`config.mk`:
```
export PLATFORM = sky130hd
export DESIGN_NAME = tag_store_top
export DESIGN_NICKNAME = d
export VERILOG_FILES = /design/src/verilog/tag_store_pkg.sv /design/src/verilog/tag_req_pkg.sv /design/src/verilog/tag_ram_if.sv /design/src/verilog/tag_ram_bank.sv /design/src/verilog/plru_victim_sel.sv /design/src/verilog/tag_store_ctrl.sv /design/src/verilog/tag_store_top.sv
export VERILOG_INCLUDE_DIRS = /design/src /design/src/verilog
export SDC_FILE = /design/constraint.sdc
export NUM_CORES = 1
export LEC_CHECK = 0
export ABC_AREA = 1
export BUFFER_PORTS_ARGS = -buffer_cell sky130_fd_sc_hd__buf_2
export CORE_MARGIN = 4
export CORE_UTILIZATION = 55
export DETAILED_ROUTE_END_ITERATION = 8
export HOLD_SLACK_MARGIN = 0.08
export PLACE_DENSITY_LB_ADDON = 0.15
export REMOVE_ABC_BUFFERS = 1
export SETUP_SLACK_MARGIN = 0.2
export SLEW_MARGIN = 20
export SYNTH_ARGS = -nofsm -noshare
export SYNTH_HDL_FRONTEND = slang
export SYNTH_HIERARCHICAL = 1
export SYNTH_SLANG_ARGS = --single-unit
```
`constraint.sdc`:
```
create_clock -name clk_i -period 8.8 [get_ports clk_i]
set_input_delay 1.76 -clock clk_i [delete_from_list [all_inputs] [get_ports clk_i]]
set_output_delay 1.76 -clock clk_i [all_outputs]
set_load 0.01 [all_outputs]
```
`src/verilog/tag_store_defines.svh`:
```
// Tag store geometry
// Way count, set index width, tag width and tag RAM read latency
// shared by the packages, the interface and the RTL

`ifndef TAG_STORE_DEFINES_SVH
`define TAG_STORE_DEFINES_SVH

// Number of ways per set
`define TAG_WAYS 4

// Set index width, 16 sets
`define TAG_INDEX_W 4

// Width of a stored tag
`define TAG_TAG_W 8

// Cycles from RAM read request to valid read data
`define TAG_RAM_LATENCY 1

`endif

```
`src/verilog/tag_store_pkg.sv`:
```
// Tag store storage types
// Tag, index and way encodings, the stored tag entry and the
// per-set pseudo-LRU tree state

`default_nettype none

`include "tag_store_defines.svh"

package tag_store_pkg;

  // Tag as stored in the RAM and as carried by a request
  typedef logic [`TAG_TAG_W-1:0] tag_t;

  // Set index, doubles as the RAM address
  typedef logic [`TAG_INDEX_W-1:0] index_t;

  // One bit per way
  typedef logic [`TAG_WAYS-1:0] way_mask_t;

  // Binary way number
  typedef logic [$clog2(`TAG_WAYS)-1:0] way_bin_t;

  // One RAM word
  typedef struct packed {
    logic valid;
    logic dirty;
    tag_t tag;
  } tag_entry_t;

  // Tree bits of one set, bit 0 is the root
  typedef logic [`TAG_WAYS-2:0] plru_tree_t;

endpackage

`default_nettype wire

```
`src/verilog/tag_req_pkg.sv`:
```
// Tag store request and response types
// Operation modes and the packed request and response payloads
// exchanged over the valid/ready handshakes

`default_nettype none

package tag_req_pkg;

  // Operation requested from the tag store
  typedef enum logic [1:0] {
    LOOKUP = 2'd0,
    FLUSH  = 2'd1
  } tag_mode_e;

  // Request payload
  typedef struct packed {
    tag_mode_e                 mode;
    tag_store_pkg::index_t     index;
    tag_store_pkg::tag_t       tag;
    logic                      dirty;     // Lookup comes from a write
    tag_store_pkg::way_mask_t  way_mask;  // Ways the operation may touch
  } tag_req_t;

  // Response payload
  typedef struct packed {
    logic                      hit;
    tag_store_pkg::way_mask_t  way;       // One-hot selected way
    logic                      evict;     // Selected line held dirty data
    tag_store_pkg::tag_t       evict_tag;
  } tag_res_t;

endpackage

`default_nettype wire

```
`src/verilog/tag_ram_if.sv`:
```
// Tag RAM access interface
// Carries read and write requests from the controller to the
// per-way tag RAMs and returns read data and tag compare results

`default_nettype none

`include "tag_store_defines.svh"

interface tag_ram_if;

  // Controller side
  tag_store_pkg::way_mask_t   req;      // Access per way
  tag_store_pkg::way_mask_t   we;       // Write when set together with req
  tag_store_pkg::index_t      index;
  tag_store_pkg::tag_entry_t  wdata;
  tag_store_pkg::tag_t        cmp_tag;  // Tag to compare read data against

  // Bank side
  logic                                        rvalid;  // Single pulse per read
  tag_store_pkg::tag_entry_t [`TAG_WAYS-1:0]  rdata;
  tag_store_pkg::way_mask_t                    match;

  modport ctrl (output req, we, index, wdata, cmp_tag, input rvalid, rdata, match);

  modport bank (input req, we, index, wdata, cmp_tag, output rvalid, rdata, match);

endinterface

`default_nettype wire

```
`src/verilog/tag_ram_bank.sv`:
```
// Tag RAM bank
// One tag array per way with registered read data, a read-valid
// delay line matching the RAM latency and a per-way tag compare

`default_nettype none

`include "tag_store_defines.svh"

module tag_ram_bank (
  input  wire logic  clk_i,
  input  wire logic  reset_i,
  tag_ram_if.bank    ram
);

  localparam int unsigned Sets = 1 << `TAG_INDEX_W;
  localparam int unsigned Lat  = `TAG_RAM_LATENCY;

  logic           rd_any;
  logic [Lat-1:0] rd_pipe_q;

  // Any way reading this cycle
  assign rd_any = |(ram.req & ~ram.we);

  // Read token travels with the data
  always_ff @(posedge clk_i) begin
    if (reset_i) begin
      rd_pipe_q <= '0;
    end else begin
      rd_pipe_q[0] <= rd_any;
      for (int i = 1; i < Lat; i++) begin
        rd_pipe_q[i] <= rd_pipe_q[i-1];
      end
    end
  end

  assign ram.rvalid = rd_pipe_q[Lat-1];

  for (genvar w = 0; w < `TAG_WAYS; w++) begin : gen_way
    tag_store_pkg::tag_entry_t mem_q [Sets];
    tag_store_pkg::tag_entry_t rd_q  [Lat];

    // Storage array, all lines invalid out of reset
    always_ff @(posedge clk_i) begin
      if (reset_i) begin
        for (int s = 0; s < Sets; s++) begin
          mem_q[s] <= '0;
        end
      end else if (ram.req[w] && ram.we[w]) begin
        mem_q[ram.index] <= ram.wdata;
      end
    end

    // Read register holds until the next read of this way
    always_ff @(posedge clk_i) begin
      if (ram.req[w] && !ram.we[w]) begin
        rd_q[0] <= mem_q[ram.index];
      end
      // Extra latency stages
      for (int i = 1; i < Lat; i++) begin
        rd_q[i] <= rd_q[i-1];
      end
    end

    assign ram.rdata[w] = rd_q[Lat-1];

    // Tag only, valid and dirty are judged by the controller
    assign ram.match[w] = (rd_q[Lat-1].tag == ram.cmp_tag);
  end

endmodule

`default_nettype wire

```
`src/verilog/plru_victim_sel.sv`:
```
// Tree pseudo-LRU victim selection
// Keeps one tree per set, picks the victim way among the masked
// ways and moves the tree away from each way that was used

`default_nettype none

`include "tag_store_defines.svh"

module plru_victim_sel (
  input  wire logic                      clk_i,
  input  wire logic                      reset_i,
  input  wire tag_store_pkg::index_t     index_i,
  input  wire tag_store_pkg::way_mask_t  way_mask_i,
  input  wire tag_store_pkg::way_mask_t  way_valid_i,
  input  wire logic                      update_i,
  input  wire tag_store_pkg::way_mask_t  update_way_i,
  output tag_store_pkg::way_mask_t       victim_o
);

  localparam int unsigned Sets = 1 << `TAG_INDEX_W;

  tag_store_pkg::plru_tree_t tree_q [Sets];
  tag_store_pkg::plru_tree_t cur_tree;
  tag_store_pkg::plru_tree_t new_tree;
  tag_store_pkg::way_mask_t  free_ways;
  tag_store_pkg::way_mask_t  free_low;
  tag_store_pkg::way_mask_t  mask_low;
  tag_store_pkg::way_mask_t  tree_way;
  tag_store_pkg::way_bin_t   tree_bin;
  tag_store_pkg::way_bin_t   upd_bin;

  assign cur_tree = tree_q[index_i];

  // Walk the tree, a zero bit points to the lower half
  always_comb begin
    tree_bin[1] = cur_tree[0];
    tree_bin[0] = tree_bin[1] ? cur_tree[2] : cur_tree[1];
  end

  assign tree_way = tag_store_pkg::way_mask_t'(1) << tree_bin;

  // Masked ways holding no line
  assign free_ways = way_mask_i & ~way_valid_i;

  // Isolate the lowest set bit
  assign free_low = free_ways & (~free_ways + tag_store_pkg::way_mask_t'(1));
  assign mask_low = way_mask_i & (~way_mask_i + tag_store_pkg::way_mask_t'(1));

  always_comb begin
    if (|free_ways) begin
      victim_o = free_low;
    end else if (|(tree_way & way_mask_i)) begin
      victim_o = tree_way;
    end else begin
      // Tree points outside the mask
      victim_o = mask_low;
    end
  end

  // Way used by the completed lookup
  always_comb begin
    upd_bin = '0;
    for (int w = 0; w < `TAG_WAYS; w++) begin
      if (update_way_i[w]) begin
        upd_bin = tag_store_pkg::way_bin_t'(w);
      end
    end
  end

  // Path bits point away from the used way
  always_comb begin
    new_tree    = cur_tree;
    new_tree[0] = ~upd_bin[1];
    if (upd_bin[1]) begin
      new_tree[2] = ~upd_bin[0];
    end else begin
      new_tree[1] = ~upd_bin[0];
    end
  end

  always_ff @(posedge clk_i) begin
    if (reset_i) begin
      for (int s = 0; s < Sets; s++) begin
        tree_q[s] <= '0;
      end
    end else if (update_i) begin
      tree_q[index_i] <= new_tree;
    end
  end

endmodule

`default_nettype wire

```
`src/verilog/tag_store_ctrl.sv`:
```
// Tag store controller
// Accepts one request at a time, reads the masked ways, builds the
// hit, miss or flush response and writes the updated entry back

`default_nettype none

`include "tag_store_defines.svh"

module tag_store_ctrl (
  input  wire logic                      clk_i,
  input  wire logic                      reset_i,
  input  wire logic                      req_valid_i,
  output logic                           req_ready_o,
  input  wire tag_req_pkg::tag_req_t     req_i,
  output logic                           res_valid_o,
  input  wire logic                      res_ready_i,
  output tag_req_pkg::tag_res_t          res_o,
  tag_ram_if.ctrl                        ram,
  input  wire tag_store_pkg::way_mask_t  victim_i,
  output logic                           plru_update_o,
  output tag_store_pkg::way_mask_t       plru_way_o,
  output tag_store_pkg::index_t          plru_index_o,
  output tag_store_pkg::way_mask_t       way_valid_o
);

  typedef enum logic [1:0] {
    ST_IDLE,
    ST_READ,
    ST_RESP,
    ST_WRITE
  } state_e;

  state_e                     state_q;
  state_e                     state_d;
  tag_req_pkg::tag_req_t      req_q;
  logic                       rd_done_q;
  logic                       res_fire;
  logic                       is_flush;
  logic                       is_hit;
  logic                       need_wr;
  tag_store_pkg::way_mask_t   hit_vec;
  tag_store_pkg::way_mask_t   hit_way;
  tag_store_pkg::way_mask_t   sel_way;
  tag_store_pkg::way_bin_t    sel_bin;
  tag_store_pkg::tag_entry_t  sel_entry;
  tag_store_pkg::way_mask_t   wr_way_d;
  tag_store_pkg::way_mask_t   wr_way_q;
  tag_store_pkg::tag_entry_t  wr_entry_d;
  tag_store_pkg::tag_entry_t  wr_entry_q;

  assign is_flush = (req_q.mode == tag_req_pkg::FLUSH);

  // Valid bits of the read set, also feed the PLRU
  always_comb begin
    for (int w = 0; w < `TAG_WAYS; w++) begin
      way_valid_o[w] = ram.rdata[w].valid;
    end
  end

  // Hit needs a valid masked way with equal tag
  assign hit_vec = ram.match & req_q.way_mask & way_valid_o;
  assign hit_way = hit_vec & (~hit_vec + tag_store_pkg::way_mask_t'(1));
  assign is_hit  = !is_flush && (|hit_vec);

  // Way the response and write-back refer to
  always_comb begin
    if (is_flush) begin
      sel_way = req_q.way_mask;
    end else if (is_hit) begin
      sel_way = hit_way;
    end else begin
      sel_way = victim_i;
    end
  end

  always_comb begin
    sel_bin = '0;
    for (int w = 0; w < `TAG_WAYS; w++) begin
      if (sel_way[w]) begin
        sel_bin = tag_store_pkg::way_bin_t'(w);
      end
    end
  end

  assign sel_entry = ram.rdata[sel_bin];

  // Response straight from the read data, stable while held
  always_comb begin
    res_o     = '0;
    res_o.way = sel_way;
    if (is_hit) begin
      res_o.hit = 1'b1;
    end else begin
      // Miss or flush reports the line that goes away
      res_o.evict     = sel_entry.valid & sel_entry.dirty;
      res_o.evict_tag = sel_entry.tag;
    end
  end

  // Entry to write once the response is taken
  always_comb begin
    wr_way_d   = sel_way;
    wr_entry_d = '0;
    need_wr    = 1'b0;
    if (is_flush) begin
      need_wr = 1'b1;
    end else if (!is_hit) begin
      // Refill the victim
      need_wr          = 1'b1;
      wr_entry_d.valid = 1'b1;
      wr_entry_d.dirty = req_q.dirty;
      wr_entry_d.tag   = req_q.tag;
    end else if (req_q.dirty && !sel_entry.dirty) begin
      // Clean line becomes dirty
      need_wr          = 1'b1;
      wr_entry_d.valid = 1'b1;
      wr_entry_d.dirty = 1'b1;
      wr_entry_d.tag   = req_q.tag;
    end
  end

  assign req_ready_o = (state_q == ST_IDLE);
  assign res_valid_o = (state_q == ST_RESP) && (ram.rvalid || rd_done_q);
  assign res_fire    = res_valid_o && res_ready_i;

  // Only lookups age the tree
  assign plru_update_o = res_fire && !is_flush;
  assign plru_way_o    = sel_way;
  assign plru_index_o  = req_q.index;

  // RAM port
  always_comb begin
    ram.req     = '0;
    ram.we      = '0;
    ram.index   = req_q.index;
    ram.wdata   = wr_entry_q;
    ram.cmp_tag = req_q.tag;
    case (state_q)
      ST_READ: ram.req = req_q.way_mask;
      ST_WRITE: begin
        ram.req = wr_way_q;
        ram.we  = wr_way_q;
      end
      default: ram.req = '0;
    endcase
  end

  always_comb begin
    state_d = state_q;
    case (state_q)
      ST_IDLE: if (req_valid_i) state_d = ST_READ;
      ST_READ: state_d = ST_RESP;
      ST_RESP: if (res_fire) state_d = need_wr ? ST_WRITE : ST_IDLE;
      ST_WRITE: state_d = ST_IDLE;
      default: state_d = ST_IDLE;
    endcase
  end

  always_ff @(posedge clk_i) begin
    if (reset_i) begin
      state_q   <= ST_IDLE;
      rd_done_q <= 1'b0;
    end else begin
      state_q <= state_d;
      // Remember the read pulse until the response leaves
      if (res_fire) begin
        rd_done_q <= 1'b0;
      end else if (ram.rvalid) begin
        rd_done_q <= 1'b1;
      end
    end
  end

  // Request and write-back payload
  always_ff @(posedge clk_i) begin
    if (req_valid_i && req_ready_o) begin
      req_q <= req_i;
    end
    if (res_fire) begin
      wr_way_q   <= wr_way_d;
      wr_entry_q <= wr_entry_d;
    end
  end

endmodule

`default_nettype wire

```
`src/verilog/tag_store_top.sv`:
```
// Set-associative tag store
// Packs the request ports into a request struct, unpacks the
// response and ties the controller, tag RAMs and PLRU together

`default_nettype none

module tag_store_top (
  input  wire logic                      clk_i,
  input  wire logic                      reset_i,
  input  wire logic                      req_valid_i,
  output logic                           req_ready_o,
  input  wire tag_req_pkg::tag_mode_e    req_mode_i,
  input  wire tag_store_pkg::index_t     req_index_i,
  input  wire tag_store_pkg::tag_t       req_tag_i,
  input  wire logic                      req_dirty_i,
  input  wire tag_store_pkg::way_mask_t  req_way_mask_i,
  output logic                           res_valid_o,
  input  wire logic                      res_ready_i,
  output logic                           res_hit_o,
  output tag_store_pkg::way_mask_t       res_way_o,
  output logic                           res_evict_o,
  output tag_store_pkg::tag_t            res_evict_tag_o
);

  tag_req_pkg::tag_req_t     req;
  tag_req_pkg::tag_res_t     res;
  tag_store_pkg::way_mask_t  victim;
  logic                      plru_update;
  tag_store_pkg::way_mask_t  plru_way;
  tag_store_pkg::index_t     plru_index;
  tag_store_pkg::way_mask_t  way_valid;
  tag_store_pkg::way_mask_t  req_mask_q;

  tag_ram_if ram_if ();

  // Request fields
  assign req.mode     = req_mode_i;
  assign req.index    = req_index_i;
  assign req.tag      = req_tag_i;
  assign req.dirty    = req_dirty_i;
  assign req.way_mask = req_way_mask_i;

  // Response fields
  assign res_hit_o       = res.hit;
  assign res_way_o       = res.way;
  assign res_evict_o     = res.evict;
  assign res_evict_tag_o = res.evict_tag;

  // Way mask of the accepted request, held for the victim choice
  always_ff @(posedge clk_i) begin
    if (req_valid_i && req_ready_o) begin
      req_mask_q <= req.way_mask;
    end
  end

  tag_store_ctrl tag_store_ctrl_i (
    .clk_i         (clk_i),
    .reset_i       (reset_i),
    .req_valid_i   (req_valid_i),
    .req_ready_o   (req_ready_o),
    .req_i         (req),
    .res_valid_o   (res_valid_o),
    .res_ready_i   (res_ready_i),
    .res_o         (res),
    .ram           (ram_if.ctrl),
    .victim_i      (victim),
    .plru_update_o (plru_update),
    .plru_way_o    (plru_way),
    .plru_index_o  (plru_index),
    .way_valid_o   (way_valid)
  );

  tag_ram_bank tag_ram_bank_i (
    .clk_i   (clk_i),
    .reset_i (reset_i),
    .ram     (ram_if.bank)
  );

  // Victim is looked up for the request held by the controller
  plru_victim_sel plru_victim_sel_i (
    .clk_i        (clk_i),
    .reset_i      (reset_i),
    .index_i      (plru_index),
    .way_mask_i   (req_mask_q),
    .way_valid_i  (way_valid),
    .update_i     (plru_update),
    .update_way_i (plru_way),
    .victim_o     (victim)
  );

endmodule

`default_nettype wire

```
==> results_dict.tcl <==
set metrics [dict create \
    status "complete, no violations" \
    rsz0062_at_grt "false" \
    wl_um 97100 \
    place_area_um2 36900 \
    reg2regPathDepth 6 \
    clock-sinks 769 \
    reg2reg_to "tag_ram_bank_i/gen_way[2].mem_q[5][3]" \
    cp_slowest_stage_delay_ns 0.73 \
    worst_slew_pin_slew_ns 1.20 \
    yosys_warnings 6 \
    synthArstFlopShare_pct 0 \
    grt_antenna_before_repair 0 \
    post_drt_wl_per_cell_um 19.4 \
    synth_edf_count 765 \
    path_buf_inv 5 \
    grt_overflow 0 \
    cts-root-buf "clkbuf_16" \
    synthFlopType "edfxtp_1" \
    setup_tns_ns 0 \
    syn_area_um2 36900 \
    cpMostUsedCell "nand2_1" \
    antenna_cells 0 \
    power.density_nw_per_um2 241 \
    synth_top_area_share_pct 62.3 \
    grt_max_degree 159 \
    synth_seq_cells 769 \
    hold_viol_final 0 \
    hold_depth 4 \
    coreArea_um2 66100 \
    initial_utilization_pct 55.8 \
    yosysSeqAreaShare_pct 62.5 \
    yosysUniqueCellTypes 36 \
    min_from "tag_ram_bank_i/ram.rvalid" \
    insertion_delay_ns 0.62 \
    grt_use_total_pct 27.2 \
    vias 27000 \
    synth.avg_cell_area_um2 8.75 \
    drive_above_1_share_pct 6.39 \
    hold_end "tag_store_ctrl_i/rd_done_q" \
    pre_cts_ws_ns 2.64 \
    fin_crit_sh_pct 78.0 \
    yosysTopAreaCell "edfxtp_1" \
    reg2reg_slack_ns 3.92 \
    num_io_pins 39 \
    clk_pin_slew_ns 0.06 \
    cts_buffer_depth 3 \
    cts_tree "built" \
    fin_area_um2 39500 \
    synth_most_common_cell "nand2_1" \
    fin_ws_ns 1.94 \
    max_cap_viol_count 0 \
    power_mw 9.52 \
    finClkSkew_ns 0.0243 \
    syn2layout_area_growth_pct 7.14 \
    postRouteAntennaNets 0 \
    synth_commonest_cells "nand2_1 (2065), nor2_1 (770), edfxtp_1 (765), buf_2 (144), inv_1 (131)" \
    cp-end-kind "output port" \
    peakVddDrop_mv 0.122 \
    netlist_instances 4215 \
    grt_pass1_vias 25100 \
    cts_buffers 81 \
    final_net_count 4088 \
    first_pass_iters 5 \
    setup.worst_path.class "flop to output port" \
    rows 94 \
    min_path_type "flop to flop" \
    crit_slowest_cell "edfxtp_1" \
    path_delay_family "simple AND/OR/NAND/NOR gates" \
    setup_viol 0 \
    vias_per_cell 5.40 \
    crit_path_max_fanout 45 \
    max_freq_ghz 0.146 \
    gp_congestion 0.904 \
    cts_hold_buffers 0 \
    cp-start-kind "flop" \
    period_minus_slack_ns 6.86 \
    slew_headroom_pct 20.2 \
    power_leakage_nw 17.8 \
    grt_pass1_wl_um 149000 \
    die_h_um 267 \
    port_buffers 38 \
    synthTopCellsByArea "edfxtp_1 (62%), nand2_1 (21%), nor2_1 (7.8%)" \
    dp_hpwl_um 59000 \
    die_area_um2 71300 \
    drv_slew 0 \
    critPathRequiredTime_ns 7.04 \
    ctsResizeCount 0 \
    cp.arrival_ns 5.10 \
    htree_levels 3 \
    timing.rr.start "tag_store_ctrl_i/plru_index_o[0]" \
    die_w_um 267 \
    drt_iter0_markers 2793 \
    drc_errors 0 \
    cts_setup_buffers 0 \
]
==> metal layers <==
layer	vias up	wire, um	part of all wire [%]	GRT usage (%)
met5	-	0	0	0
met4	0	2990	3.1	8.44
met3	168	8230	8.5	3.55
met2	1204	44200	46	42.9
met1	12700	41600	43	39.8
li1	12900	-	-	-
==> logic make-up (layout without fill, tap and decap cells) <==
logic type	count (synthesis)	count (layout)	share of synthesized area (%)
AO/OA/AOI/OAI	45	45	0.709
AND/OR/NAND/NOR	2917	2917	30.3
buffers and inverters	456	370	5.79
flip-flops	769	769	62.5
XOR/XNOR	28	28	0.665
==> worst max-delay path by stage <==
stage | depth (start not counted) | startpoint | endpoint
floorplan | 24 | tag_store_ctrl_i/plru_index_o[0] | res_evict_tag_o[0]
global placement | 26 | tag_store_ctrl_i/plru_index_o[0] | res_evict_tag_o[6]
detailed placement | 26 | tag_store_ctrl_i/plru_index_o[0] | res_evict_tag_o[6]
CTS | 26 | tag_store_ctrl_i/plru_index_o[0] | res_evict_tag_o[6]
global route | 26 | tag_store_ctrl_i/plru_index_o[0] | res_evict_tag_o[6]
finish | 26 | tag_store_ctrl_i/plru_index_o[0] | res_evict_tag_o[2]
==> power breakdown <==
group	switching (mW)	internal [mW]
logic	1.34	0.418
clock network	1.40	2.01
registers	0.114	4.24
==> stage by stage <==
step | std cells | hold WS (ns) | utilization [%]
floorplan | 3916 | 0.511 | -
global placement | 4846 | 0.538 | 55.8
detailed placement | 4846 | 0.538 | 55.8
CTS | 4993 | 0.551 | 59.8
global route | 4993 | 0.667 | 59.8
finish | 4993 | 0.554 | 59.8
==> cells in the final DEF (no fill, tap or decap), drive strengths merged <==
master    synthesis  routed
a21boi            1       1
a21o              1       1
a21oi            15      15
a31oi             1       1
buf             211      66
bufinv            0       9
clkbuf           88      98
clkinv            2      45
clkinvlp          0       5
dfxtp             4       4
edfxtp          765     765
inv             155     147
nand2          2089    2089
nand3            12      12
nand3b            1       1
nand4             7       7
nor2            796     796
nor3             10      10
nor4              1       1
o21ai            25      25
o21bai            1       1
o22ai             1       1
or2               1       1
xnor2            20      20
xor2              8       8
==> area by class of cell <==
class                   count  area, um^2
clock buffers              98        2150
multi-input cells        2990       11700
fillers                  5795       26600
flip-flops and latches    769       23100
repair buffers             66         425
clock inverters            49         479
well taps                 864        1080
inverters                 157         617
==> state kept, by name (all words and copies together), names as in the netlist <==
| signal | count |
|---|---|
| plru_victim_sel_i/tree_q | 48 |
| tag_store_ctrl_i/ram.cmp_tag | 8 |
| tag_ram_bank_i/ram.rvalid | 1 |
| req_mask_q | 4 |
| tag_store_ctrl_i/plru_index_o | 4 |
| tag_store_ctrl_i/req_q | 7 |
| tag_store_ctrl_i/rd_done_q | 1 |
| tag_store_ctrl_i/state_q | 2 |
| tag_store_ctrl_i/ram.wdata | 10 |
| tag_ram_bank_i/gen_way.mem_q | 640 |
| tag_store_ctrl_i/wr_way_q | 4 |
| tag_ram_bank_i/gen_way.rd_q | 40 |
==> worst register-to-register path: stages, from the launching register on <==
cell	delay, ns
edfxtp_1	0.73
buf_12	0.55
buf_4	1.02
nand2_2	0.35
nor2_1	0.84
nand2_1	0.53
nand2_1	0.51
Note: power is estimated with default switching activity, not from simulation.
